==> config.mk <==
export PLATFORM = sky130hd
export DESIGN_NAME = uart_rx
export DESIGN_NICKNAME = d
export VERILOG_FILES = /design/src/source/ctrl_cmd_pkg.sv /design/src/source/uart_rx.sv
export SDC_FILE = /design/constraint.sdc
export NUM_CORES = 1
export LEC_CHECK = 0
export BUFFER_PORTS_ARGS = -buffer_cell sky130_fd_sc_hd__buf_2
export CAP_MARGIN = 30
export CORE_ASPECT_RATIO = 0.9
export CORE_UTILIZATION = 47
export DETAILED_ROUTE_END_ITERATION = 12
export GPL_TIMING_DRIVEN = 0
export PLACE_DENSITY = 0.69
export SYNTH_ARGS = -nofsm -noshare
export SYNTH_HDL_FRONTEND = slang
export SYNTH_SLANG_ARGS = --single-unit
==> constraint.sdc <==
create_clock -name clk_in -period 1.8 [get_ports clk_in]
set_clock_uncertainty 0.05 [all_clocks]
set_input_delay 0.18 -clock clk_in [delete_from_list [all_inputs] [get_ports clk_in]]
set_output_delay 0.18 -clock clk_in [all_outputs]
set_load 0.005 [all_outputs]
==> src/source/ctrl_cmd_pkg.sv <==
package ctrl_cmd_pkg;

    // opcodes on the control link
    localparam logic [7:0] CMD_SET_RGB_EN    = 8'h01;  // 1 arg, bits 2:0
    localparam logic [7:0] CMD_SET_BRIGHT_EN = 8'h02;  // 1 arg, bits 5:0
    localparam logic [7:0] CMD_WRITE_PIXEL   = 8'h03;  // x, y, hi, lo

    localparam int WRITE_ARG_CNT_W = 2;

    // serial timing, 8N1
    localparam int TICKS_PER_BIT = 4;
    localparam int UART_TICK_W   = $clog2(TICKS_PER_BIT);
    localparam int UART_BIT_W    = 4;                       // start + 8 data + stop

    // index of the stop bit within a frame
    localparam logic [UART_BIT_W-1:0] UART_STOP_IDX = 4'd9;

endpackage

==> src/source/uart_rx.sv <==
`timescale 1ns/1ps

module uart_rx import ctrl_cmd_pkg::*; (
    input  logic       clk_in,
    input  logic       rst_n,
    input  logic       rxd,
    output logic [7:0] rx_data,
    output logic       rx_valid
);

    logic                  rxd_meta;
    logic                  rxd_sync;
    logic                  busy;
    logic [UART_BIT_W-1:0] bit_idx;    // 0 start, 1..8 data, 9 stop
    logic [UART_TICK_W-1:0] tick;

    // two-flop synchronizer, idles high like the line
    always_ff @(posedge clk_in) begin
        if (!rst_n) begin
            rxd_meta <= 1'b1;
            rxd_sync <= 1'b1;
        end else begin
            rxd_meta <= rxd;
            rxd_sync <= rxd_meta;
        end
    end

    always_ff @(posedge clk_in) begin
        if (!rst_n) begin
            busy     <= 1'b0;
            bit_idx  <= '0;
            tick     <= '0;
            rx_valid <= 1'b0;
        end else begin
            rx_valid <= 1'b0;
            if (!busy) begin
                if (!rxd_sync) begin            // falling edge of start bit
                    busy    <= 1'b1;
                    bit_idx <= '0;
                    tick    <= UART_TICK_W'(TICKS_PER_BIT / 2 - 1);
                end
            end else if (tick != '0) begin
                tick <= tick - 1'b1;
            end else begin
                // mid-bit sample point
                tick    <= UART_TICK_W'(TICKS_PER_BIT - 1);
                bit_idx <= bit_idx + 1'b1;
                if (bit_idx == '0) begin
                    busy <= ~rxd_sync;          // glitch, not a real start
                end else if (bit_idx == UART_STOP_IDX) begin
                    busy     <= 1'b0;
                    rx_valid <= rxd_sync;       // framing error drops the byte
                end else begin
                    rx_data <= {rxd_sync, rx_data[7:1]};  // lsb first
                end
            end
        end
    end

endmodule

After elaboration in Yosys (flattened, before gate mapping)
Index checks and enable logic that the tools add are counted.

Output and inout port bits: 9. Flip-flop bits (word level): 18. Input port bits: 3. Logic and storage cells: 34.

Reductions and logical operators: 5. Add/subtract/negate cells: 2. Muxes and demuxes: 11. Bitwise gates (word level): 6. Eq/ne operators: 3.

Operator list (number): $mux 4 (3); $mux 2 (3); $not 1->1 (6); $mux 1 (5); $reduce_and 5->1 (1); $reduce_or 5->1 (1); $add 4x1->4 const B (1); $eq 4x4->1 const B (1); $logic_not 4->1 (1); $ne 2x1->1 const B (1); $ne 2x2->1 const B (1); $reduce_and 2->1 (1); $reduce_bool 2->1 (1); $sub 2x1->2 const B (1).

Depth between registers and ports, before layout
Depth after elaboration: 5. Depth in mapped cells: 5. Mapped depth without buffers: 5.

Worst setup path after synthesis
Ideal clock, no wire load.

Kind: register to register. From: register bit_idx[0]. To: register rx_data[0] (enable). Path slack: -0.070 ns. Cell stages (with the launch flop): 5. Buffers on the path: 0. Required time: 1.367 ns. Data arrival time: 1.436 ns. Cell sequence: dfxtp_1 inv_1 ha_1 a21o_1 nor3_1.

Longest elaborated chain between the ends: 3. Elaborated cells on any way between the ends: 5. Those cells by class: 1 x eq/ne; 2 x bitwise; 2 x reduce/logical.

RTL lines: from (decl) (line uart_rx.sv:14) `logic [UART_BIT_W-1:0] bit_idx;`; from (signal assigned) (line uart_rx.sv:47) `bit_idx <= bit_idx + 1'b1;`; $eq 4x4->1 / $logic_not 4->1 (equally long branches) (line uart_rx.sv:50, uart_rx.sv:48); $not 1->1 (no line); $reduce_and 5->1 (no line) (*); to (signal assigned) (line uart_rx.sv:54) `rx_data <= {rxd_sync, rx_data[7:1]};`; to (decl) (line uart_rx.sv:7) `output logic [7:0] rx_data,`.

Every way passes the cells marked *; elsewhere a longest branch is shown, timed or not. A chain may end at the register's enable or synchronous reset.

Worst setup path in the final report
From: register bit_idx[0]. To: register rx_data[4] (enable).

Same word-level chain as after synthesis.

==> run_results.csv <==
group,metric,value,unit
outcome,status,"complete, no violations",
timing,slew_headroom,72.18,%
power,ir_worst_vdd,0.0005291,V
grt,antenna_found_initial,0,
drt,post_drt_wl_per_cell,12.99,microns
timing,fin_ws,0.1464,ns
power,p_per_area,783.5,nW/um^2
timing,worst_pin_slew,0.4159,ns
cells_and_area,n_antenna_cell,0,
drt,first_pass_iters,4,
timing,timing.fmax,604.8,MHz
grt,grt_overflow_total,0,
yosys,synth-main-ff-cell,"dfxtp_1",
worst_setup_path,arrival,1.56,ns
clocking,holdBufCountCts,0,
power,total_leakage_power,0.3213,nW
cells_and_area,drive_gt1_share,24.05,%
worst_setup_path,critPathKind,"reg2reg",
worst_setup_path,critPathRequiredTime,1.71,ns
grt,grt.total_usage,16.31,%
yosys,yosys-top-cells-area,"edfxtp_1 32%, dfxtp_1 27%, ha_1 8.4%",
cells_and_area,syn_to_final_growth,15.03,%
placement,globalplace.congestion,0.7083,
clocking,cts.root.buffer_cell,"clkbuf_4",
floorplan,die_x,43.85,microns
timing,drv_slew,0,
cells_and_area,stdcell_count,94,
worst_setup_path,critPathLaunchType,"register",
yosys,synth_area,740.7,sq um
grt,grt_pass1_vias,444,
yosys,synth_largest_area_cell,"edfxtp_1",
cells_and_area,final_common_cell,"buf_2",
cells_and_area,final_cell_mix,"11 x buf_2, 10 x dfxtp_1, 8 x edfxtp_1",
placement,place_ws,-0.07226,ns
drt,viasPerCell,5.426,
drt,drc,0,
grt,grt_max_degree,11,
power,p_seq_share,64.6,%
floorplan,die-area,1739,sq um
clocking,cts_buffers,3,
drt,ant_nets,0,
yosys,ys_types,25,
drt,wirelength,1221,microns
timing,rsz0062_at_grt,"false",
yosys,ys_ff_latch,18,
power,comb_power_share,4.4,%
power,p_int,0.0005211,W
clocking,post-cts-setup-buffers,0,
placement,port_buffers,11,
worst_setup_path,cp_max_fo,8,
job,max-cap-violations,0,
yosys,ys_seq_area_share,59.46,%
yosys,netlist_instances,64,
floorplan,core_area,1464,sq um
cells_and_area,finalCoreUtilization,58.21,%
yosys,ys_warn_count,0,
power,p_sw,0.0001465,W
yosys,synth_edf_count,8,
cells_and_area,layout.nets,88,
timing,tns,0,ns
timing,min_period,1.654,ns
clocking,cts_buffer_depth,2,
clocking,cts_tree,"built",
yosys,synth_top_cell_area_share,32.43,%
clocking,h-tree-depth,1,
hold_path,hold_class,"in2reg",
timing,min_period_over_period,91.86,%
power,switching_share,21.94,%
power,total_power,0.0006676,W
floorplan,fp.dieH,39.66,microns
clocking,clk_pin_slew_worst_paths,0.11,ns
yosys,synth_nets,72,
drt,vias,510,
clocking,cts.sinks,18,
timing,setup_viol,0,
floorplan,initial_core_util,50.60,%
power,clkPwrFrac,31.0,%
yosys,postSynthAreaPerCell,11.57,sq um
placement,place_inst,90,
grt,grt_pass1_wl,1904,microns
timing,finalHoldViolCount,0,
yosys,async_flop_share,0,%
placement,dpl.hpwl,895,microns
drt,drt-initial-drc-count,17,
clocking,clock_latency,0.30,ns
worst_setup_path,setup.worst_path.end_class,"register",
floorplan,num_io_pins,12,
floorplan,row_count,13,
## critical path: stages (launching register included)
cell	delay (ns)
dfxtp_1	0.40
inv_1	0.10
ha_1	0.23
a21o_1	0.20
nor3_4	0.34
## synthesized netlist by cell type (all sizes together), types with 2 or more instances
| cell | n |
|---|---|
| ha | 5 |
| edfxtp | 8 |
| inv | 6 |
| and2b | 2 |
| nor3 | 3 |
| nand2 | 6 |
| nand2b | 3 |
| a31oi | 2 |
| nand3 | 3 |
| dfxtp | 10 |
| nor2 | 3 |
## final timing paths
check	to	start	slack, ns	cells past startpoint
max	rx_data[4]$_DFFE_PP_	bit_idx[0]$_SDFFE_PN0P_	0.15	4
min reg2reg	rxd_sync$_SDFF_PN1_	rxd_meta$_SDFF_PN1_	0.38	1
max reg2reg	rx_data[4]$_DFFE_PP_	bit_idx[0]$_SDFFE_PN0P_	0.15	4
min	rxd_meta$_SDFF_PN1_	rxd	0.01	2
## metrics by stage
step / instance area (sq um) / hold slack, ns
floorplan: 745.7 / 0.2030
global placement: 819.5 / 0.3173
detailed placement: 819.5 / 0.3164
CTS: 852.1 / 0.007430
global route: 852.1 / 0.01888
finish: 852.1 / 0.009789
## routing by layer
layer / vias up / GRT usage [%] / share of wire, %
met5: - / 0 / 0
met4: 0 / 11.72 / 2.9
met3: 4 / 2.765 / 2.9
met2: 9 / 27.99 / 47
met1: 242 / 18.62 / 47
li1: 255 / - / -
## kinds of logic (layout without fill, tap and decap cells)
logic type / after synthesis / count (layout) / synth area share (%)
and+or+nand+nor: 24 / 24 / 17.74
AOI/OAI and AO/OA: 9 / 9 / 8.277
adders and majority gates: 5 / 5 / 8.446
buffers and inverters: 7 / 22 / 4.560
DFF: 18 / 18 / 59.46
muxes: 1 / 1 / 1.520
## sequential cells by signal, summed over array words and instances, names as in the netlist
signal,count
rx_data,8
bit_idx,4
tick,2
busy,1
rx_valid,1
rxd_meta,1
rxd_sync,1
## cell type report
type | instances | area [sq um]
plain buffers | 1 | 11.26
clock buffers | 3 | 22.52
clock inverters | 1 | 3.754
fillers | 120 | 611.8
inverters | 6 | 22.52
multi-input cells | 39 | 277.8
flip-flops and latches | 18 | 440.4
well taps | 15 | 18.77
repair buffers | 11 | 55.05
## power groups by stage
stage	Sequential (W)	Clock, W	Combinational, W
CTS	0.000431	0.000213	0.0000293
detailed placement	0.000441	0	0.0000290
floorplan	0.000440	0	0.0000206
global placement	0.000441	0	0.0000271
finish	0.000431	0.000207	0.0000291
global route	0.000432	0.000222	0.0000335
## timing repair
item | in CTS | in global routing
gates resized for setup | 1 | 0
gates cloned | 0 | 0
setup endpoints to repair | 8 | 8
pin swaps | 0 | 1
No activity file was read; power rests on OpenSTA's default activity.
