### config.mk
export PLATFORM = sky130hd
export DESIGN_NAME = matrix_scan
export DESIGN_NICKNAME = d
export VERILOG_FILES = /design/src/source/led_panel_pkg.sv /design/src/source/matrix_scan.sv
export SDC_FILE = /design/constraint.sdc
export NUM_CORES = 1
export LEC_CHECK = 0
export BUFFER_PORTS_ARGS = -buffer_cell sky130_fd_sc_hd__buf_2
export CAP_MARGIN = 40
export CORE_MARGIN = 3
export CORE_UTILIZATION = 54
export CTS_CLUSTER_DIAMETER = 100
export DETAILED_ROUTE_END_ITERATION = 6
export PLACE_DENSITY_LB_ADDON = 0.1
export SLEW_MARGIN = 20
export SYNTH_ARGS = -nofsm -noshare
export SYNTH_HDL_FRONTEND = slang
export SYNTH_SLANG_ARGS = --single-unit
### constraint.sdc
create_clock -name clk_in -period 2.35 [get_ports clk_in]
set_input_delay 0.3525 -clock clk_in [delete_from_list [all_inputs] [get_ports clk_in]]
set_output_delay 0.3525 -clock clk_in [all_outputs]
set_load 0.1 [all_outputs]
### src/source/led_panel_pkg.sv
package led_panel_pkg;

    // panel geometry
    localparam int PIXEL_WIDTH      = 64;
    localparam int PIXEL_HEIGHT     = 32;
    localparam int PIXEL_HALFHEIGHT = 16;   // rows driven per scan line
    localparam int COL_W            = 6;
    localparam int ROW_W            = 4;
    localparam int FB_ADDR_W        = 11;   // y * width + x

    // colour depth and binary-coded on-time
    localparam int COLOR_DEPTH = 6;
    localparam int PLANE_W     = 3;
    localparam int ON_UNIT     = 8;         // cycles lit for plane 0
    localparam int ON_CNT_W    = 8;         // holds (ON_UNIT << 5) - 1

    // scanner FSM codes
    localparam int SCAN_ST_W = 3;
    localparam logic [SCAN_ST_W-1:0] SCAN_REQ   = 3'd0;
    localparam logic [SCAN_ST_W-1:0] SCAN_WAIT  = 3'd1;
    localparam logic [SCAN_ST_W-1:0] SCAN_SHIFT = 3'd2;
    localparam logic [SCAN_ST_W-1:0] SCAN_NEXT  = 3'd3;
    localparam logic [SCAN_ST_W-1:0] SCAN_LATCH = 3'd4;
    localparam logic [SCAN_ST_W-1:0] SCAN_SHOW  = 3'd5;

    typedef struct packed {
        logic [4:0] red;
        logic [5:0] green;
        logic [4:0] blue;
    } rgb565_t;

    // one framebuffer word, seen as colours or as two write lanes
    typedef union packed {
        rgb565_t rgb;
        struct packed {
            logic [7:0] hi;
            logic [7:0] lo;
        } bytes;
    } pixel_word_u;

    typedef logic [2:0] rgb_bits_t;         // [2] red, [1] green, [0] blue

endpackage

### src/source/matrix_scan.sv
`timescale 1ns/1ps

module matrix_scan import led_panel_pkg::*; (
    input  logic               clk_in,
    input  logic               rst_n,
    output logic               load_req,
    output logic [COL_W-1:0]   col,
    output logic [ROW_W-1:0]   row,
    output logic [PLANE_W-1:0] plane,
    input  logic               pix_valid,
    input  rgb_bits_t          rgb_top_in,
    input  rgb_bits_t          rgb_bottom_in,
    output rgb_bits_t          rgb_top,
    output rgb_bits_t          rgb_bottom,
    output logic               clk_pixel,
    output logic               row_latch,
    output logic [ROW_W-1:0]   row_addr,
    output logic               oe_n
);

    logic [SCAN_ST_W-1:0] state;
    logic [ON_CNT_W-1:0]  on_cnt;

    assign load_req = (state == SCAN_REQ);

    always_ff @(posedge clk_in) begin
        if (!rst_n) begin
            state      <= SCAN_REQ;
            col        <= '0;
            row        <= '0;
            plane      <= '0;
            on_cnt     <= '0;
            rgb_top    <= '0;
            rgb_bottom <= '0;
            clk_pixel  <= 1'b0;
            row_latch  <= 1'b0;
            row_addr   <= '0;
            oe_n       <= 1'b1;
        end else begin
            case (state)
                SCAN_REQ: state <= SCAN_WAIT;
                SCAN_WAIT: begin
                    if (pix_valid) begin            // fetch latency is not assumed
                        rgb_top    <= rgb_top_in;
                        rgb_bottom <= rgb_bottom_in;
                        state      <= SCAN_SHIFT;
                    end
                end
                SCAN_SHIFT: begin
                    clk_pixel <= 1'b1;              // data already stable
                    state     <= SCAN_NEXT;
                end
                SCAN_NEXT: begin
                    clk_pixel <= 1'b0;
                    if (col == COL_W'(PIXEL_WIDTH - 1)) begin
                        row_latch <= 1'b1;
                        row_addr  <= row;           // address moves with the latch
                        state     <= SCAN_LATCH;
                    end else begin
                        col   <= col + 1'b1;
                        state <= SCAN_REQ;
                    end
                end
                SCAN_LATCH: begin
                    row_latch <= 1'b0;
                    oe_n      <= 1'b0;
                    on_cnt    <= ON_CNT_W'((ON_UNIT << plane) - 1);
                    state     <= SCAN_SHOW;
                end
                SCAN_SHOW: begin
                    if (on_cnt == '0) begin
                        oe_n  <= 1'b1;
                        col   <= '0;
                        state <= SCAN_REQ;
                        // planes first, then rows; row wraps at 16
                        if (plane == PLANE_W'(COLOR_DEPTH - 1)) begin
                            plane <= '0;
                            row   <= row + 1'b1;
                        end else begin
                            plane <= plane + 1'b1;
                        end
                    end else begin
                        on_cnt <= on_cnt - 1'b1;
                    end
                end
                default: state <= SCAN_REQ;
            endcase
        end
    end

endmodule

Yosys cells after proc, flatten, opt, wreduce, memory -nomap -nowiden
Index checks and enable logic that the tools add are counted.
- bits in registers: 37
- output and inout port bits: 27
- $add $sub $neg: 5
- equal/unequal tests: 12
- shifts and indexed selects: 1
- muxes and demuxes: 15
- reduce and logical (&&, ||, !) cells: 15
- operators with widths (kind ; count):
    case mux 3 bit (6 select lines) ; 1
    case mux 8 bit (2 select lines) ; 1
    AND reduction 2 bit ; 7
    2-to-1 mux 3 bit ; 4
    2-to-1 mux 6 bit ; 2
    case mux 6 bit (2 select lines) ; 1
    inequality test 2 bit, second input constant ; 5
    equality test 3 bit, second input constant ; 3
    logical NOT 8 bit ; 1
    2-to-1 mux 8 bit ; 1
    nonzero test 2 bit ; 4
    << shifter 4 x 3 -> 8 bit, first input constant ; 1
    subtractor 8 x 1 -> 8 bit, second input constant ; 1
    subtractor 8 x 2 -> 8 bit, second input constant ; 1
    adder 6 x 1 -> 6 bit, second input constant ; 1
    equality test 3 x 2 -> 1 bit, second input constant ; 2
    equality test 6 bit, second input constant ; 1
    case mux 1 bit (2 select lines) ; 3
    AND reduction 3 bit ; 2
    adder 4 x 1 -> 4 bit, second input constant ; 1
    adder 3 x 1 -> 3 bit, second input constant ; 1
    equality test 3 x 1 -> 1 bit, second input constant ; 1
    logical NOT 3 bit ; 1
    2-to-1 mux 1 bit ; 2

Depth between registers and ports, before layout
- depth after elaboration: 3
- mapped depth: 7
- mapped depth without buffers: 6

Worst setup path before layout
No wires, ideal clock.
- path type: register to output
- start: reg state[1]
- end: out load_req
- data arrival time: 2.525 ns
- required time: 1.997 ns
- slack: -0.528 ns
- stages on the path, launching flop included: 3
- cell sequence: dfxtp_1 -> clkbuf_1 -> nor3_1
- cells in the longest elaborated chain, start to end: 1
- RTL lines (item ; RTL line ; source):
    from (decl) ; matrix_scan.sv:21 ; logic [SCAN_ST_W-1:0] state;
    from (signal assigned) ; matrix_scan.sv:28 ; state <= SCAN_REQ;
    from (signal assigned) ; matrix_scan.sv:41 ; SCAN_REQ: state <= SCAN_WAIT;
    from (signal assigned) ; matrix_scan.sv:46 ; state <= SCAN_SHIFT;
    logical NOT 3 bit ; matrix_scan.sv:24 ; assign load_req = (state == SCAN_REQ);
    to (decl) ; matrix_scan.sv:6 ; output logic load_req,
No other way between the ends.

Final worst setup path
- start: reg on_cnt[0]
- end: reg col[3]
- cells in the longest elaborated chain, start to end: 3
- RTL lines (item ; RTL line ; source):
    from (decl) ; matrix_scan.sv:22 ; logic [ON_CNT_W-1:0] on_cnt;
    from (signal assigned) ; matrix_scan.sv:67 ; on_cnt <= ON_CNT_W'((ON_UNIT << plane) - 1);
    from (signal assigned) ; matrix_scan.sv:83 ; on_cnt <= on_cnt - 1'b1;
    logical NOT 8 bit ; matrix_scan.sv:71 ; if (on_cnt == '0) begin
    inequality test 2 bit (no line) ; n/a ;
    AND reduction 3 bit (no line) ; n/a ;
    to (signal assigned) ; matrix_scan.sv:60 ; col <= col + 1'b1;
    to (decl) ; matrix_scan.sv:7 ; output logic [COL_W-1:0] col,
No other way between the ends.
A chain may end at the register's enable or synchronous reset.

==> out/metrics.cfg <==
[run_status]
outcome=finished, final reports clean

[yosys]
async_reset_ff_frac=0
synth_edf_count=0
synth_nets=213
ys_warn_count=0
ys_seq_area_frac=0.417
synth_cells=199
synth_area_per_cell_um2=8.92
synthDistinctLibCells=46
yosys_register_bits=37
syn_area_um2=1770
dominantRegCellSynth=dfxtp_1

[global_route]
grt_pass1_vias=1490
antenna_found_initial=0
grt_pass1_wl_um=6900
grt_max_degree=20
overflow=0
grt_usage=0.214

[layout]
n_antenna_cell=0
nNetsFinal=246
final_util=0.667
drive_gt1_frac=0.232
area_delta_synth_final_pct=16.7
final_cell_mix=dfxtp_1 (35), buf_2 (35), nor2_1 (19), a21oi_1 (15), nand2_1 (13)

[sta]
setup_viol=0
skew_ns=0.0111
relSlewSlack=0.479
maxSlewViolCount=0
period_share=0.903
tns_ns=0
tightest_slew_ns=0.781
finalWorstSetupSlack_ns=0.228
fmax_mhz=471
hold_viol=0
rsz0062_at_grt=false
min_period_ns=2.12

[route]
postRouteAntennaNets=0
wl_met1_um=1770
wl_met2_um=1870
dr.first_iter.drc_count=142
drt-total-wl_um=3980
wl_met3_um=273
drc=0
wl_per_cell_um=14.4
top_layer=met4
drt-vias-per-instance=5.77
dr_total_vias=1598
drtPass1Iterations=4

[placed_design]
hpwl_um=2910
post-place-ws_ns=0.315
portBuffers=35
gp_congestion=0.925

[hold_path]
hold_class=in2reg
whs_path_depth=3

[pwr]
peakVddDrop_mv=0.417
sequentialPowerShare=0.524
leakage_nw=0.833
p_total_mw=1.24
p_switching_mw=0.320
pwr-share-comb=0.103
p_int_mw=0.920
power_density_nw_per_um2=599
clkPwrFrac=0.372
switching_share=0.258

[die]
chipHeight_um=63.3
die_x_um=63.3
core-area_um2=3100
dieArea_um2=4010
ios=36
rows=20
start_util=0.572

[cts]
post-cts-setup-buffers=0
clk_path_buf_depth=2
cts_buffers=5
cts_tree=done
ctsHoldBuffers=0
worstSkewPairLatency_ns=0.34
path_clk_slew_ns=0.12
cts_sinks=37
cts_root_buf=clkbuf_4
cts_resized=0
htree_levels=2

[setup_path]
arrival_ns=2.40
crit_path_start_kind=flip-flop
required_ns=2.62
crit_path_max_fanout=8
cp-end-kind=flip-flop
cpPeakStageDelay_ns=0.55
rr_worst_depth=6
crit_chain=inv_1 -> ha_1 -> nor3b_1 -> a31oi_1 -> or4_1 -> a21oi_1
critPathSlowestCell=or4_1
path_class=reg2reg

[flow_run]
cap_violations=0

[worst max-delay path, delay by kind of cell (launching register included)]
kind	cells	cell delay (ns)
and+or+nand+nor	2	0.96
AOI/OAI and AO/OA	2	0.47
DFF	1	0.37
adders and majority gates	1	0.16
buffers and inverters	1	0.10
[metal layers]
metal,up-vias,GRT usage
li1,800,-
met1,729,0.272
met2,59,0.347
met3,10,0.0446
met4,0,0.0997
met5,-,0
[sequential cells by signal, indices dropped and copies added (netlist names)]
signal / count
plane: 3
rgb_bottom: 3
row_addr: 4
row_latch: 1
state: 3
oe_n: 1
clk_pixel: 1
on_cnt: 8
col: 6
rgb_top: 3
row: 4
[worst paths after layout]
kind                      start          to  slack [ns]
setup / recovery      on_cnt[0]      col[3]        0.23
hold / removal    rgb_top_in[0]  rgb_top[0]        0.23
hold reg to reg       row_latch   row_latch        0.46
setup reg to reg      on_cnt[0]      col[3]        0.23
[per-stage QoR]
step	hold WS, ns	instance area (µm²)	instances
global route	0.253	2070	277
global placement	0.429	1990	269
floorplan	0.496	1780	199
CTS	0.231	2070	277
finish	0.232	2070	277
detailed placement	0.442	1990	269
[final cells by class]
cell class                 count  area (µm²)
timing repair buffer          38         198
multi-input combinational    145         971
clock buffer                   7        55.1
clock inverter                 1        30.0
tap                           44        55.1
inverter                       5        18.8
fill                         280        1030
sequential                    37         743
[power groups by stage]
stage	Sequential, mW	Combinational, mW	Clock (mW)
finish	0.650	0.128	0.462
detailed placement	0.664	0.129	0
floorplan	0.712	0.0567	0
global placement	0.664	0.127	0
global route	0.653	0.136	0.497
CTS	0.651	0.129	0.470
[logic make-up after synthesis]
family / after synthesis / synth area share
simple gates: 79 / 0.260
compound gates: 48 / 0.178
flops: 37 / 0.417
buf+inv: 17 / 0.0381
mux: 10 / 0.0564
fa+ha+maj: 5 / 0.0353
xor+xnor: 3 / 0.0148
[cell usage after synthesis (2+ instances only)]
| cell | count | area share |
|---|---|---|
| dfxtp_1 | 37 | 0.42 |
| nor2_1 | 19 | 0.040 |
| a21oi_1 | 15 | 0.042 |
| nand2_1 | 13 | 0.028 |
| mux2i_1 | 10 | 0.056 |
| clkbuf_1 | 9 | 0.019 |
| nor3_1 | 8 | 0.023 |
| a211oi_1 | 6 | 0.025 |
| a31oi_1 | 5 | 0.018 |
| ha_1 | 5 | 0.035 |
| o31ai_1 | 5 | 0.021 |
| inv_1 | 4 | 0.0085 |
| nand3_1 | 4 | 0.011 |
| nand4_1 | 4 | 0.014 |
| o21ai_0 | 4 | 0.011 |
| a311oi_1 | 3 | 0.015 |
| and2_1 | 3 | 0.011 |
| and3_1 | 3 | 0.011 |
| nand2b_1 | 3 | 0.011 |
| or3_1 | 3 | 0.011 |
| a21o_1 | 2 | 0.0085 |
| and3b_1 | 2 | 0.0099 |
| buf_2 | 2 | 0.0056 |
| nand3b_1 | 2 | 0.0085 |
| nor2b_1 | 2 | 0.0071 |
| nor3b_1 | 2 | 0.0085 |
| o211ai_1 | 2 | 0.0085 |
| o311ai_0 | 2 | 0.0099 |
| or3b_2 | 2 | 0.0099 |
| xnor2_1 | 2 | 0.0099 |
(Power assumes the default switching activity.)
