## src/source/led_panel_pkg.sv

```systemverilog
package led_panel_pkg;

    // panel geometry
    localparam int PIXEL_WIDTH      = 64;
    localparam int PIXEL_HEIGHT     = 32;
    localparam int PIXEL_HALFHEIGHT = 16;   // rows driven per scan line
    localparam int COL_W            = 6;
    localparam int ROW_W            = 4;
    localparam int FB_ADDR_W        = 11;   // y * width + x

    // colour depth and binary-coded on-time
    localparam int COLOR_DEPTH = 6;
    localparam int PLANE_W     = 3;
    localparam int ON_UNIT     = 8;         // cycles lit for plane 0
    localparam int ON_CNT_W    = 8;         // holds (ON_UNIT << 5) - 1

    // scanner FSM codes
    localparam int SCAN_ST_W = 3;
    localparam logic [SCAN_ST_W-1:0] SCAN_REQ   = 3'd0;
    localparam logic [SCAN_ST_W-1:0] SCAN_WAIT  = 3'd1;
    localparam logic [SCAN_ST_W-1:0] SCAN_SHIFT = 3'd2;
    localparam logic [SCAN_ST_W-1:0] SCAN_NEXT  = 3'd3;
    localparam logic [SCAN_ST_W-1:0] SCAN_LATCH = 3'd4;
    localparam logic [SCAN_ST_W-1:0] SCAN_SHOW  = 3'd5;

    typedef struct packed {
        logic [4:0] red;
        logic [5:0] green;
        logic [4:0] blue;
    } rgb565_t;

    // one framebuffer word, seen as colours or as two write lanes
    typedef union packed {
        rgb565_t rgb;
        struct packed {
            logic [7:0] hi;
            logic [7:0] lo;
        } bytes;
    } pixel_word_u;

    typedef logic [2:0] rgb_bits_t;         // [2] red, [1] green, [0] blue

endpackage

```

## src/source/framebuffer_fetch.sv

```systemverilog
`timescale 1ns/1ps

module framebuffer_fetch import led_panel_pkg::*; (
    input  logic                   clk_in,
    input  logic                   rst_n,
    input  logic                   load_req,
    input  logic [COL_W-1:0]       col,
    input  logic [ROW_W-1:0]       row,
    input  logic [PLANE_W-1:0]     plane,
    input  rgb_bits_t              rgb_enable,
    input  logic [COLOR_DEPTH-1:0] brightness_enable,
    output logic [FB_ADDR_W-1:0]   rd_addr,
    output logic                   rd_en,
    input  pixel_word_u            rd_data,
    output rgb_bits_t              rgb_top,
    output rgb_bits_t              rgb_bottom,
    output logic                   pix_valid
);

    logic [COL_W-1:0]   col_q;
    logic [ROW_W-1:0]   row_q;
    logic [PLANE_W-1:0] plane_q;
    logic               s1;         // bottom read in flight, top word on rd_data
    logic               s2;         // bottom word on rd_data
    pixel_word_u        top_word;

    // widen to 6 bits and pick the plane bit, then mask
    function automatic rgb_bits_t plane_bits(input rgb565_t px, input logic [PLANE_W-1:0] p,
                                             input rgb_bits_t en,
                                             input logic [COLOR_DEPTH-1:0] pen);
        logic [COLOR_DEPTH-1:0] r6;
        logic [COLOR_DEPTH-1:0] g6;
        logic [COLOR_DEPTH-1:0] b6;
        r6 = {px.red, px.red[4]};
        g6 = px.green;
        b6 = {px.blue, px.blue[4]};
        return {r6[p] & en[2], g6[p] & en[1], b6[p] & en[0]} & {3{pen[p]}};
    endfunction

    // top half first, bottom half is the next 16 rows
    assign rd_en   = load_req | s1;
    assign rd_addr = s1 ? {1'b1, row_q, col_q} : {1'b0, row, col};

    always_ff @(posedge clk_in) begin
        if (!rst_n) begin
            s1        <= 1'b0;
            s2        <= 1'b0;
            pix_valid <= 1'b0;
        end else begin
            s1        <= load_req;
            s2        <= s1;
            pix_valid <= s2;
        end
    end

    always_ff @(posedge clk_in) begin
        if (load_req) begin
            col_q   <= col;
            row_q   <= row;
            plane_q <= plane;
        end
        if (s1)
            top_word <= rd_data;
        if (s2) begin
            rgb_top    <= plane_bits(top_word.rgb, plane_q, rgb_enable, brightness_enable);
            rgb_bottom <= plane_bits(rd_data.rgb, plane_q, rgb_enable, brightness_enable);
        end
    end

endmodule

```

## config.mk

```make
export PLATFORM = sky130hd
export DESIGN_NAME = framebuffer_fetch
export DESIGN_NICKNAME = d
export VERILOG_FILES = /design/src/source/led_panel_pkg.sv /design/src/source/framebuffer_fetch.sv
export SDC_FILE = /design/constraint.sdc
export NUM_CORES = 1
export LEC_CHECK = 0
export BUFFER_PORTS_ARGS = -buffer_cell sky130_fd_sc_hd__buf_4
export CORE_UTILIZATION = 49
export CTS_BUF_LIST = sky130_fd_sc_hd__clkbuf_4 sky130_fd_sc_hd__clkbuf_8 sky130_fd_sc_hd__clkbuf_16
export DETAILED_ROUTE_END_ITERATION = 8
export GPL_TIMING_DRIVEN = 0
export PLACE_DENSITY = 0.83
export SYNTH_ARGS = -nofsm -noshare
export SYNTH_HDL_FRONTEND = slang
export SYNTH_SLANG_ARGS = --single-unit
export TNS_END_PERCENT = 10
```

## constraint.sdc

```tcl
create_clock -name clk_in -period 1.8 [get_ports clk_in]
set_input_delay 0.18 -clock clk_in [delete_from_list [all_inputs] [get_ports clk_in]]
set_output_delay 0.18 -clock clk_in [all_outputs]
set_load 0.005 [all_outputs]
```

* After elaboration in Yosys (flattened, before gate mapping) *
Cells that the tools add are included.

word-level totals
  register bits = 38
  input port bits = 41
  output and inout bits = 19
  word-level logic and storage cells = 34

operators by class
  order comparisons = 1
  multiplexer cells = 15
  bitwise operators = 9

operators by type and width
  kind                                                        number
  binary-select mux 1 bit (select 3 bit)                      7
  2-to-1 mux 11 bit                                           1
  2-to-1 mux 1 bit                                            7
  bitwise AND 1 bit                                           6
  bitwise AND 3 bit                                           2
  less-than comparator 3 x 4 -> 1 bit, second input constant  1
  bitwise OR 1 bit                                            1

* Logic depth before layout (Yosys ltp) *
Gate-level depths: netlist of the first run.

  word-level depth = 4
  mapped depth = 5
  mapped depth without buffers = 3

* Worst setup path after synthesis of the first run *
Ideal clock, no wire load.

  kind = flip-flop to output port
  start point = register s1
  end point = output port rd_addr[2]
  arrival time = 1,441 ps
  required time = 1,620 ps
  setup slack = 179 ps
  cell stages (with the launch flop) = 3
  buffers on the path = 1
  cell sequence = dfxtp_1 buf_1 mux2_2

on the way
  longest elaborated chain between the ends = 1

ends and longest elaborated chain
  element                 line                     source
  start, declared         framebuffer_fetch.sv:23  logic s1;
  start signal, assigned  framebuffer_fetch.sv:50  s1 <= load_req;
  2-to-1 mux 11 bit       framebuffer_fetch.sv:42  assign rd_addr = s1 ? {1'b1, row_q, col_q} : {1'b0, row, col};
  end, declared           framebuffer_fetch.sv:12  output logic [FB_ADDR_W-1:0] rd_addr,

No other way between the ends.

* Final worst setup path of the first run *
  start point = register plane_q[0]
  end point = register rgb_bottom[1] (data pin)

on the way
  longest elaborated chain between the ends = 4
  elaborated cells between the ends (all ways) = 6
  those cells by class = mux: 4; bitwise: 2

ends and longest elaborated chain
  element                                 line                     source
  start, declared                         framebuffer_fetch.sv:22  logic [PLANE_W-1:0] plane_q;
  start signal, assigned                  framebuffer_fetch.sv:60  plane_q <= plane;
  binary-select mux 1 bit (select 3 bit)  framebuffer_fetch.sv:37  return {r6[p] & en[2], g6[p] & en[1], b6[p] & en[0]} & {3{pen[p]}};
  2-to-1 mux 1 bit (not written as such)  framebuffer_fetch.sv:37
  bitwise AND 1 bit                       framebuffer_fetch.sv:37
  bitwise AND 3 bit (*)                   framebuffer_fetch.sv:37
  end signal, assigned                    framebuffer_fetch.sv:66  rgb_bottom <= plane_bits(rd_data.rgb, plane_q, rgb_enable, brightness_enable);
  end, declared                           framebuffer_fetch.sv:16  output rgb_bits_t rgb_bottom,

Every way passes the cells marked *; elsewhere a longest branch is shown, timed or not. The select of a mux whose other input is x is not followed.
A chain may end at the register's enable or synchronous reset.

==> flow_metrics.py, run 1 <==
metrics = {
    "status": {
        "status": "complete, no violations",
    },
    "synth": {
        "synth-simple-area-share_pct": 3.71,
        "synth_area_um2": 1750,
        "ys_types": 19,
        "synthTopCellsByArea": "edfxtp_1 (60%), mux4_1 (11%), mux2_2 (10%), dfxtp_1 (3.4%), a2111oi_1 (2.3%)",
        "syn-num-nets": 136,
        "synth_mux_area_share_pct": 21.6,
        "syn_area_per_cell_um2": 18.4,
        "synth_top_cell_area_share_pct": 60.0,
        "synth_fa_ha_area_share_pct": 0,
        "synth_top_cell_by_area": "edfxtp_1",
        "synth-compound-area-share_pct": 6.64,
        "ys_ff_latch": 38,
        "synth_top_family_by_area": "multiplexers",
        "synth_warnings": 0,
        "syn_inst": 95,
        "ys_seq_area_share_pct": 63.4,
        "synth-xor-area-share_pct": 0,
    },
    "worst_setup_path": {
        "cp_num_cells": 4,
        "path_max_fanout": 6,
        "crit_arrival_ns": 1.80,
        "startpoint": "plane_q[0]",
        "r2r_start": "plane_q[0]",
        "critical_path_class": "flop to flop",
        "path_cells": "buf_6 -> mux4_1 -> a21oi_4 -> a2111oi_1",
        "critPathBufInv": 1,
        "cpPeakStageDelay_ns": 0.60,
        "cp_slowest_cell": "mux4_1",
        "required_ns": 1.87,
        "cp_top_family": "multiplexers",
        "worst-r2r-cell-count": 4,
        "endpoint": "rgb_bottom[1]",
        "crit_path_end_kind": "flop",
        "rr_endpoint": "rgb_bottom[1]",
        "crit_path_start_kind": "flop",
        "regToRegSetupSlack_ns": 0.07,
    },
    "timing": {
        "slew_violations": 0,
        "whs_ns": 0.0119,
        "rsz0062_at_grt": "false",
        "period_needed_ns": 1.73,
        "finalClockSkew_ns": 0.0229,
        "max_slew_margin_pct": 77.2,
        "final_min_period_over_clock_period_pct": 96.2,
        "setup_ws_ns": 0.0684,
        "max_freq_ghz": 0.578,
        "setup_viol": 0,
        "worst_pin_slew_ns": 0.343,
        "hold_violations": 0,
    },
    "route": {
        "wl_per_cell_um": 17.4,
        "drt_iter0_markers": 32,
        "drc_errors": 0,
        "routed_wl_mm": 4.08,
        "viasPerCell": 5.22,
        "firstDrtPassIters": 4,
        "ant_nets": 0,
        "dr_total_vias": 1221,
    },
    "final_layout": {
        "layout-drive-gt1-share_pct": 52.7,
        "multi_input_area_um2": 571,
        "layout_commonest_cell": "buf_4",
        "utilization_pct": 77.2,
        "fin_area_um2": 2620,
        "nets": 228,
        "layout_common_cells": "buf_4 (61), edfxtp_1 (35), dlygate4sd3_1 (25), mux2_2 (16)",
        "fill_cells": 183,
        "seqCellArea_um2": 1110,
        "diodes": 0,
        "stdcell_count": 234,
        "area_growth_pct": 49.4,
    },
    "global_route": {
        "grt_overflow_total": 0,
        "grt_first_pass_wirelength_mm": 5.24,
        "grt_max_degree": 16,
        "grt_pass1_vias": 1116,
        "grt_usage_pct": 20.6,
        "grt_antenna_before_repair": 0,
    },
    "clocking": {
        "cts.sinks": 38,
        "tritoncts": "yes",
        "cts_root_buf": "clkbuf_4",
        "htree_levels": 2,
        "numCtsBuffers": 5,
        "clkTransAtPathRegs_ns": 0.12,
        "clock_path_buffers": 2,
        "clock_latency_ns": 0.36,
    },
    "power_and_ir_drop": {
        "p_leak_nw": 1.03,
        "power_density_nw_per_um2": 779,
        "ir_drop_uv": 692,
    },
    "die": {
        "rows": 21,
        "boundaryPins": 60,
        "die_w_um": 61.8,
        "floorplan.initialDensity_pct": 51.7,
        "core_area_um2": 3390,
        "die_h_um": 61.8,
        "dieArea_um2": 3820,
    },
    "place": {
        "io_buffer_count": 59,
        "place_inst": 200,
        "placed_area_um2": 2250,
        "dp_slack_ns": -0.254,
        "place.gp.congestion": 0.794,
    },
    "min_path": {
        "min_path_type": "input port to flop",
        "min_path_cells": 1,
    },
    "job": {
        "cap_violations": 0,
    },
}
-- registers in the layout, summed over array words and instances, names as in the netlist --
register and cells:
pix_valid 1, s1 1, plane_q 3, rgb_bottom 3, row_q 4, s2 1
rgb_top 3, top_word 16, col_q 6
-- kinds of logic (layout without fill, tap and decap cells) --
| kind of cell | after synthesis | in the layout |
|---|---|---|
| mux | 24 | 24 |
| simple gates | 11 | 11 |
| buf+inv | 9 | 102 |
| compound gates | 13 | 13 |
| flops | 38 | 38 |
-- power breakdown --
part	internal (mW)	switching, mW	leakage, nW	total, mW
Clock	0.347	0.289	0.0489	0.636
Combinational	0.225	0.137	0.628	0.362
Sequential	1.02	0.0246	0.354	1.04
-- through the flow --
stage,total power [mW],setup TNS [ns]
after floorplan,1.21,0
final,2.04,0
after global placement,1.35,-1.33
after global routing,2.11,0
after CTS,1.99,0
after detailed placement,1.37,-2.01
-- routing by layer --
| layer | wire length (um) | track usage, % |
|---|---|---|
| met1 | 1560 | 23.7 |
| met2 | 2320 | 35.8 |
| met3 | 133 | 7.04 |
| met4 | 65 | 7.62 |
| met5 | 0 | 0 |
-- cell type report --
cell class              instances  area share (%)
clock buffers                   7            2.25
repair buffers                 85            26.8
plain buffers                   6            2.77
well taps                      46            2.20
clock inverters                 1            1.15
inverters                       3           0.430
flip-flops and latches         38            42.6
multi-input cells              48            21.8
-- synthesized netlist by cell type (all sizes together) --
library cell / number
edfxtp: 35
mux2: 17
a21oi: 7
mux4: 7
a2111oi: 6
buf: 6
nand3: 6
and2: 3
dfxtp: 3
inv: 3
and2b: 1
or2: 1
-- worst min-delay path by stage --
stage,from,to,slack (ns)
detailed placement,plane[0],plane_q[0],0.36
CTS,row[3],row_q[3],0.001
global route,rd_data[15],top_word[15],0.003
finish,rd_data[15],top_word[15],0.01
global placement,plane[0],plane_q[0],0.36
floorplan,col[0],col_q[0],0.28
-- repair_timing --
item,in CTS,in global routing
setup buffers,1,0
hold buffers,4,21
hold endpoints to repair,4,21
gates resized for setup,3,3
setup endpoints to repair,11,5
No activity file was read; power rests on OpenSTA's default activity.
==> run 2, diff against run 1 <==
--- a/config.mk
+++ b/config.mk
@@ -5,6 +5,7 @@
 export SDC_FILE = /design/constraint.sdc
 export NUM_CORES = 1
 export LEC_CHECK = 0
+export ABC_AREA = 1
 export BUFFER_PORTS_ARGS = -buffer_cell sky130_fd_sc_hd__buf_4
 export CORE_UTILIZATION = 49
 export CTS_BUF_LIST = sky130_fd_sc_hd__clkbuf_4 sky130_fd_sc_hd__clkbuf_8 sky130_fd_sc_hd__clkbuf_16
==> flow_metrics.py, run 2 <==
metrics = {
    "worst_setup_path": {
        "rr_endpoint": "rgb_bottom[0]",
        "regToRegSetupSlack_ns": 0.37,
        "crit_path_end_kind": "primary output",
        "worst-r2r-cell-count": 8,
        "crit_top_cell": "nand2_1",
        "critical_path_class": "flop to primary output",
        "cp_slowest_cell": "dfxtp_4",
        "crit_path_start_kind": "flop",
        "path_max_fanout": 21,
        "path_cells": "clkinvlp_4 -> nand2_1 -> nand2_1 -> buf_4",
        "crit_arrival_ns": 1.49,
        "required_ns": 1.62,
        "cpPeakStageDelay_ns": 0.55,
        "r2r_start": "plane_q[1]",
    },
    "die": {
        "rows": 21,
        "floorplan.initialDensity_pct": 51.9,
        "boundaryPins": 60,
        "die_w_um": 61.9,
        "dieArea_um2": 3840,
        "core_area_um2": 3390,
        "die_h_um": 61.9,
    },
    "synth": {
        "synth_top_cell_area_share_pct": 59.7,
        "syn_inst": 196,
        "synth_warnings": 0,
        "syn-num-nets": 237,
        "ys_types": 17,
        "synth_area_um2": 1760,
        "syn_area_per_cell_um2": 8.98,
        "synth_top_cell_by_area": "edfxtp_1",
        "synth_common_cells": "nand2_1 (85), edfxtp_1 (35), inv_1 (20), nor2_1 (20), nand3_1 (8)",
        "ys_seq_area_share_pct": 63.1,
        "synth_edf_count": 35,
        "async_flop_share_pct": 0,
        "synthTopCellsByArea": "edfxtp_1 (60%), nand2_1 (18%), inv_1 (4.3%), nor2_1 (4.3%), dfxtp_1 (3.4%)",
        "dominantRegCellSynth": "edfxtp_1",
        "ys_ff_latch": 38,
        "synth.most_common_cell": "nand2_1",
    },
    "timing": {
        "hold_violations": 0,
        "finalClockSkew_ns": 0.0111,
        "final_min_period_over_clock_period_pct": 92.9,
        "max_freq_ghz": 0.598,
        "setup_viol": 0,
        "rsz0062_at_grt": "false",
        "worst_pin_slew_ns": 0.295,
        "period_needed_ns": 1.67,
        "max_slew_margin_pct": 80.3,
        "slew_violations": 0,
    },
    "place": {
        "place.gp.congestion": 0.790,
        "place_inst": 301,
        "dp_hpwl_mm": 2.60,
        "io_buffer_count": 59,
    },
    "final_layout": {
        "layout_common_cells": "nand2_1 (85), buf_4 (61), edfxtp_1 (35), dlygate4sd3_1 (25)",
        "stdcell_count": 334,
        "diodes": 0,
        "layout_commonest_cell": "nand2_1",
        "reg.largest.list": "top_word (16), col_q (6), row_q (4)",
        "utilization_pct": 76.0,
        "fill_cells": 241,
        "nets": 328,
        "regMostFlops": "top_word",
        "seqCellArea_um2": 1110,
        "multi_input_area_um2": 512,
        "largest_reg_flops": 16,
        "area_growth_pct": 46.3,
        "layout-drive-gt1-share_pct": 27.8,
    },
    "route": {
        "drt_iter0_markers": 72,
        "routed_wl_mm": 3.86,
        "viasPerCell": 4.71,
        "drc_errors": 0,
        "dr_total_vias": 1574,
        "firstDrtPassIters": 4,
        "ant_nets": 0,
        "wl_per_cell_um": 11.5,
    },
    "global_route": {
        "grt_antenna_before_repair": 0,
        "grt_first_pass_wirelength_mm": 5.51,
        "grt_usage_pct": 20.7,
        "grt_max_degree": 22,
        "grt_overflow_total": 0,
        "grt_pass1_vias": 1349,
    },
    "min_path": {
        "holdPathEnd": "top_word[7]",
        "min_from": "rd_data[7]",
        "min_path_type": "input port to flop",
        "min_path_cells": 1,
    },
    "clocking": {
        "numCtsBuffers": 5,
        "post-cts-setup-buffers": 0,
        "htree_levels": 2,
        "tritoncts": "yes",
        "cts.sinks": 38,
        "clock_latency_ns": 0.35,
        "clkTransAtPathRegs_ns": 0.11,
        "cts_root_buf": "clkbuf_4",
        "clock_path_buffers": 2,
    },
    "power_and_ir_drop": {
        "p_leak_nw": 1.24,
        "ir_drop_uv": 521,
        "finalPower_mw": 1.83,
        "power_density_nw_per_um2": 710,
    },
    "job": {
        "cap_violations": 0,
    },
    "status": {
        "status": "complete, no violations",
    },
}
-- run 2: power by group --
part	internal, mW	leakage, nW	switching [mW]	total [mW]
sequential	1.02	0.352	0.0255	1.04
clock	0.164	0.0354	0.277	0.441
combinational	0.186	0.854	0.158	0.344
-- run 2: kinds of logic after synthesis --
group                  Yosys count  share of synthesized area (%)
and+or+nand+nor                121                           27.1
DFF                             38                           63.1
buffers and inverters           30                           7.82
AOI/OAI and AO/OA                7                           1.99
-- run 2: worst max-delay path, delay by kind of cell, from the launching register on --
family / cells / cell delay, ns
simple gates: 2 / 0.20
buf+inv: 2 / 0.40
flops: 1 / 0.55
-- run 2: how the worst max path moves through the flow --
stage                     start          to  cells after the start
after floorplan              s1  rd_addr[0]                      3
after global placement       s1  rd_addr[5]                      4
after detailed placement     s1  rd_addr[0]                      4
after CTS                    s1  rd_addr[8]                      4
after global routing         s1  rd_addr[7]                      4
final                        s1  rd_addr[0]                      4
-- run 2: final cells by class --
| cell class | count | share of cell area, % |
|---|---|---|
| inverters | 23 | 3.50 |
| flip-flops and latches | 38 | 43.3 |
| clock inverters | 2 | 0.389 |
| well taps | 46 | 2.24 |
| repair buffers | 84 | 26.9 |
| plain buffers | 7 | 2.04 |
| multi-input cells | 128 | 19.9 |
| clock buffers | 6 | 1.75 |
-- run 2: layer usage --
layer	global-route usage [%]	share of wire (%)
met1	24.1	40
met2	35.4	54
met3	5.59	4.7
met4	9.52	1.5
met5	0	0
-- run 2: stage by stage --
stage / hold WS, ns / cell area (um2) / setup TNS [ns] / setup WS [ns]
global placement: 0.359 / 2260 / -0.774 / -0.0813
CTS: 0.000756 / 2330 / 0 / 0.0514
global route: 0.000560 / 2570 / 0 / 0.0122
floorplan: 0.273 / 1760 / 0 / 0.377
detailed placement: 0.362 / 2260 / -1.58 / -0.189
finish: 0.0150 / 2570 / 0 / 0.128
-- run 2: what timing repair did --
action                                  4_1_cts  5_1_grt
endpoints found under the hold margin         1       24
pin swaps                                     0        0
resized for setup                             2        3
hold buffers                                  1       24
endpoints found under the setup margin       12       10
==> run 3, diff against run 2 <==
--- a/config.mk
+++ b/config.mk
@@ -7,11 +7,11 @@
 export LEC_CHECK = 0
 export ABC_AREA = 1
 export BUFFER_PORTS_ARGS = -buffer_cell sky130_fd_sc_hd__buf_4
-export CORE_UTILIZATION = 49
+export CORE_UTILIZATION = 35
 export CTS_BUF_LIST = sky130_fd_sc_hd__clkbuf_4 sky130_fd_sc_hd__clkbuf_8 sky130_fd_sc_hd__clkbuf_16
 export DETAILED_ROUTE_END_ITERATION = 8
 export GPL_TIMING_DRIVEN = 0
-export PLACE_DENSITY = 0.83
+export PLACE_DENSITY = 0.64
 export SYNTH_ARGS = -nofsm -noshare
 export SYNTH_HDL_FRONTEND = slang
 export SYNTH_SLANG_ARGS = --single-unit
==> flow_metrics.py, run 3 (same netlist as run 2, synthesis figures left out) <==
metrics = {
    "timing": {
        "whs_ns": 0.0694,
        "max_freq_ghz": 0.644,
        "max_slew_margin_pct": 79.8,
        "hold_violations": 0,
        "fin_setup_tns_ns": 0,
        "finalClockSkew_ns": 0.00798,
        "period_needed_ns": 1.55,
        "slew_violations": 0,
        "rsz0062_at_grt": "false",
        "final_min_period_over_clock_period_pct": 86.3,
        "worst_pin_slew_ns": 0.302,
        "setup_viol": 0,
    },
    "clocking": {
        "clock_path_buffers": 2,
        "holdBufCountCts": 0,
        "tritoncts": "yes",
        "post-cts-setup-buffers": 0,
        "clkTransAtPathRegs_ns": 0.08,
        "cts.sinks": 38,
        "cts_root_buf": "clkbuf_8",
        "numCtsBuffers": 5,
        "clock_latency_ns": 0.29,
        "htree_levels": 2,
    },
    "worst_setup_path": {
        "path_max_fanout": 21,
        "cp_top_family": "flip-flops",
        "crit_path_end_kind": "primary output",
        "critPathBufInv": 2,
        "crit_top_cell": "nand2_1",
        "crit_arrival_ns": 1.37,
        "cp_slowest_cell": "dfxtp_4",
        "required_ns": 1.62,
        "crit_path_start_kind": "flop",
        "critical_path_class": "flop to primary output",
        "cpPeakStageDelay_ns": 0.54,
        "path_cells": "clkinvlp_4 -> nand2_1 -> nand2_1 -> buf_4",
    },
    "die": {
        "core_area_um2": 4790,
        "die_h_um": 72.9,
        "floorplan.initialDensity_pct": 36.8,
        "rows": 25,
        "boundaryPins": 60,
        "dieArea_um2": 5320,
        "die_w_um": 72.9,
    },
    "route": {
        "met1Wirelength_mm": 1.54,
        "routed_wl_mm": 3.52,
        "highest_layer": "met4",
        "drt_iter0_markers": 90,
        "viasPerCell": 4.32,
        "firstDrtPassIters": 4,
        "dr_total_vias": 1426,
        "wl_per_cell_um": 10.7,
        "wl_met3_um": 299,
        "met2_length_mm": 1.64,
        "ant_nets": 0,
        "drc_errors": 0,
    },
    "final_layout": {
        "nets": 303,
        "largest_reg_flops": 16,
        "fill_cells": 474,
        "layout_commonest_cell": "nand2_1",
        "layout_common_cells": "nand2_1 (85), buf_4 (61), edfxtp_1 (35), inv_1 (20), nor2_1 (20)",
        "layout-drive-gt1-share_pct": 30.4,
        "regMostFlops": "top_word",
        "area_growth_pct": 35.8,
        "diodes": 0,
        "reg.largest.list": "top_word (16), col_q (6), row_q (4)",
    },
    "min_path": {
        "min_path_type": "input port to flop",
    },
    "place": {
        "dp_hpwl_mm": 2.64,
        "io_buffer_count": 59,
        "place.gp.congestion": 0.753,
    },
    "power_and_ir_drop": {
        "p_clk_share_pct": 31.3,
        "ir_drop_uv": 449,
        "share_comb_of_total_power_pct": 15.1,
        "p_int_mw": 1.48,
        "p_leak_nw": 1.15,
        "switching_share_pct": 24.1,
        "power_density_nw_per_um2": 813,
        "switchingPower_uw": 469,
        "seqPwrFrac_pct": 53.6,
    },
    "global_route": {
        "grt_overflow_total": 0,
        "grt_first_pass_wirelength_mm": 5.90,
        "grt_usage_pct": 15.0,
        "grt_antenna_before_repair": 0,
        "grt_max_degree": 22,
        "grt_pass1_vias": 1370,
    },
    "job": {
        "cap_violations": 0,
    },
    "status": {
        "status": "complete, no violations",
    },
}
## run 3: power by group through the flow
stage,combinational [mW],clock [mW],sequential (mW)
2_1_floorplan,0.144,0,1.06
3_3_place_gp,0.296,0,1.06
3_5_place_dp,0.298,0,1.06
4_1_cts,0.299,0.629,1.04
5_1_grt,0.339,0.672,1.05
6_report,0.293,0.609,1.04
## run 3: layout make-up
| type | instances | area (um2) | share of cell area [%] |
|---|---|---|---|
| Clock buffer | 6 | 82.6 | 3.45 |
| Buffer | 7 | 52.6 | 2.20 |
| Clock inverter | 2 | 12.5 | 0.523 |
| Timing Repair Buffer | 59 | 443 | 18.5 |
| Tap cell | 67 | 83.8 | 3.51 |
| Multi-Input combinational cell | 128 | 512 | 21.4 |
| Sequential cell | 38 | 1110 | 46.6 |
| Inverter | 23 | 90.1 | 3.77 |
## run 3: worst paths after layout
check             endpoint  slack, ns  startpoint  cells past startpoint
max             rd_addr[7]       0.25          s1                      4
min            top_word[7]       0.07  rd_data[7]                      1
min reg2reg      pix_valid       0.56          s2                      2
max reg2reg  rgb_bottom[0]       0.42  plane_q[0]                      9
## run 3: layer usage
| metal | vias up | track usage [%] |
|---|---|---|
| li1 | 751 | - |
| met1 | 616 | 17.5 |
| met2 | 55 | 25.2 |
| met3 | 4 | 6.08 |
| met4 | 0 | 4.58 |
| met5 | - | 0 |
## run 3: repair_timing
item,in CTS,in global routing
endpoints found under the hold margin,0,0
endpoints found under the setup margin,10,2
cloned,0,0
gates resized for setup,2,3
## run 3: through the flow
step	cells	worst slack [ns]	utilization (%)	cell area (um2)	total power, mW
after floorplan	196	0.377	-	1760	1.20
after global placement	322	-0.159	47.8	2290	1.36
after detailed placement	322	-0.166	47.8	2290	1.36
after CTS	330	0.113	49.9	2390	1.97
after global routing	330	0.0938	50.0	2390	2.06
final	330	0.247	50.0	2390	1.94
## run 3: worst reg2reg max path, cell delays in order, from the launching register on
cell      delay, ns
edfxtp_1       0.43
inv_2          0.10
buf_6          0.13
nand2_1        0.06
nand3_1        0.07
nand2_1        0.07
nand2_1        0.06
nand2_1        0.09
nand2_1        0.10
nor2_1         0.05
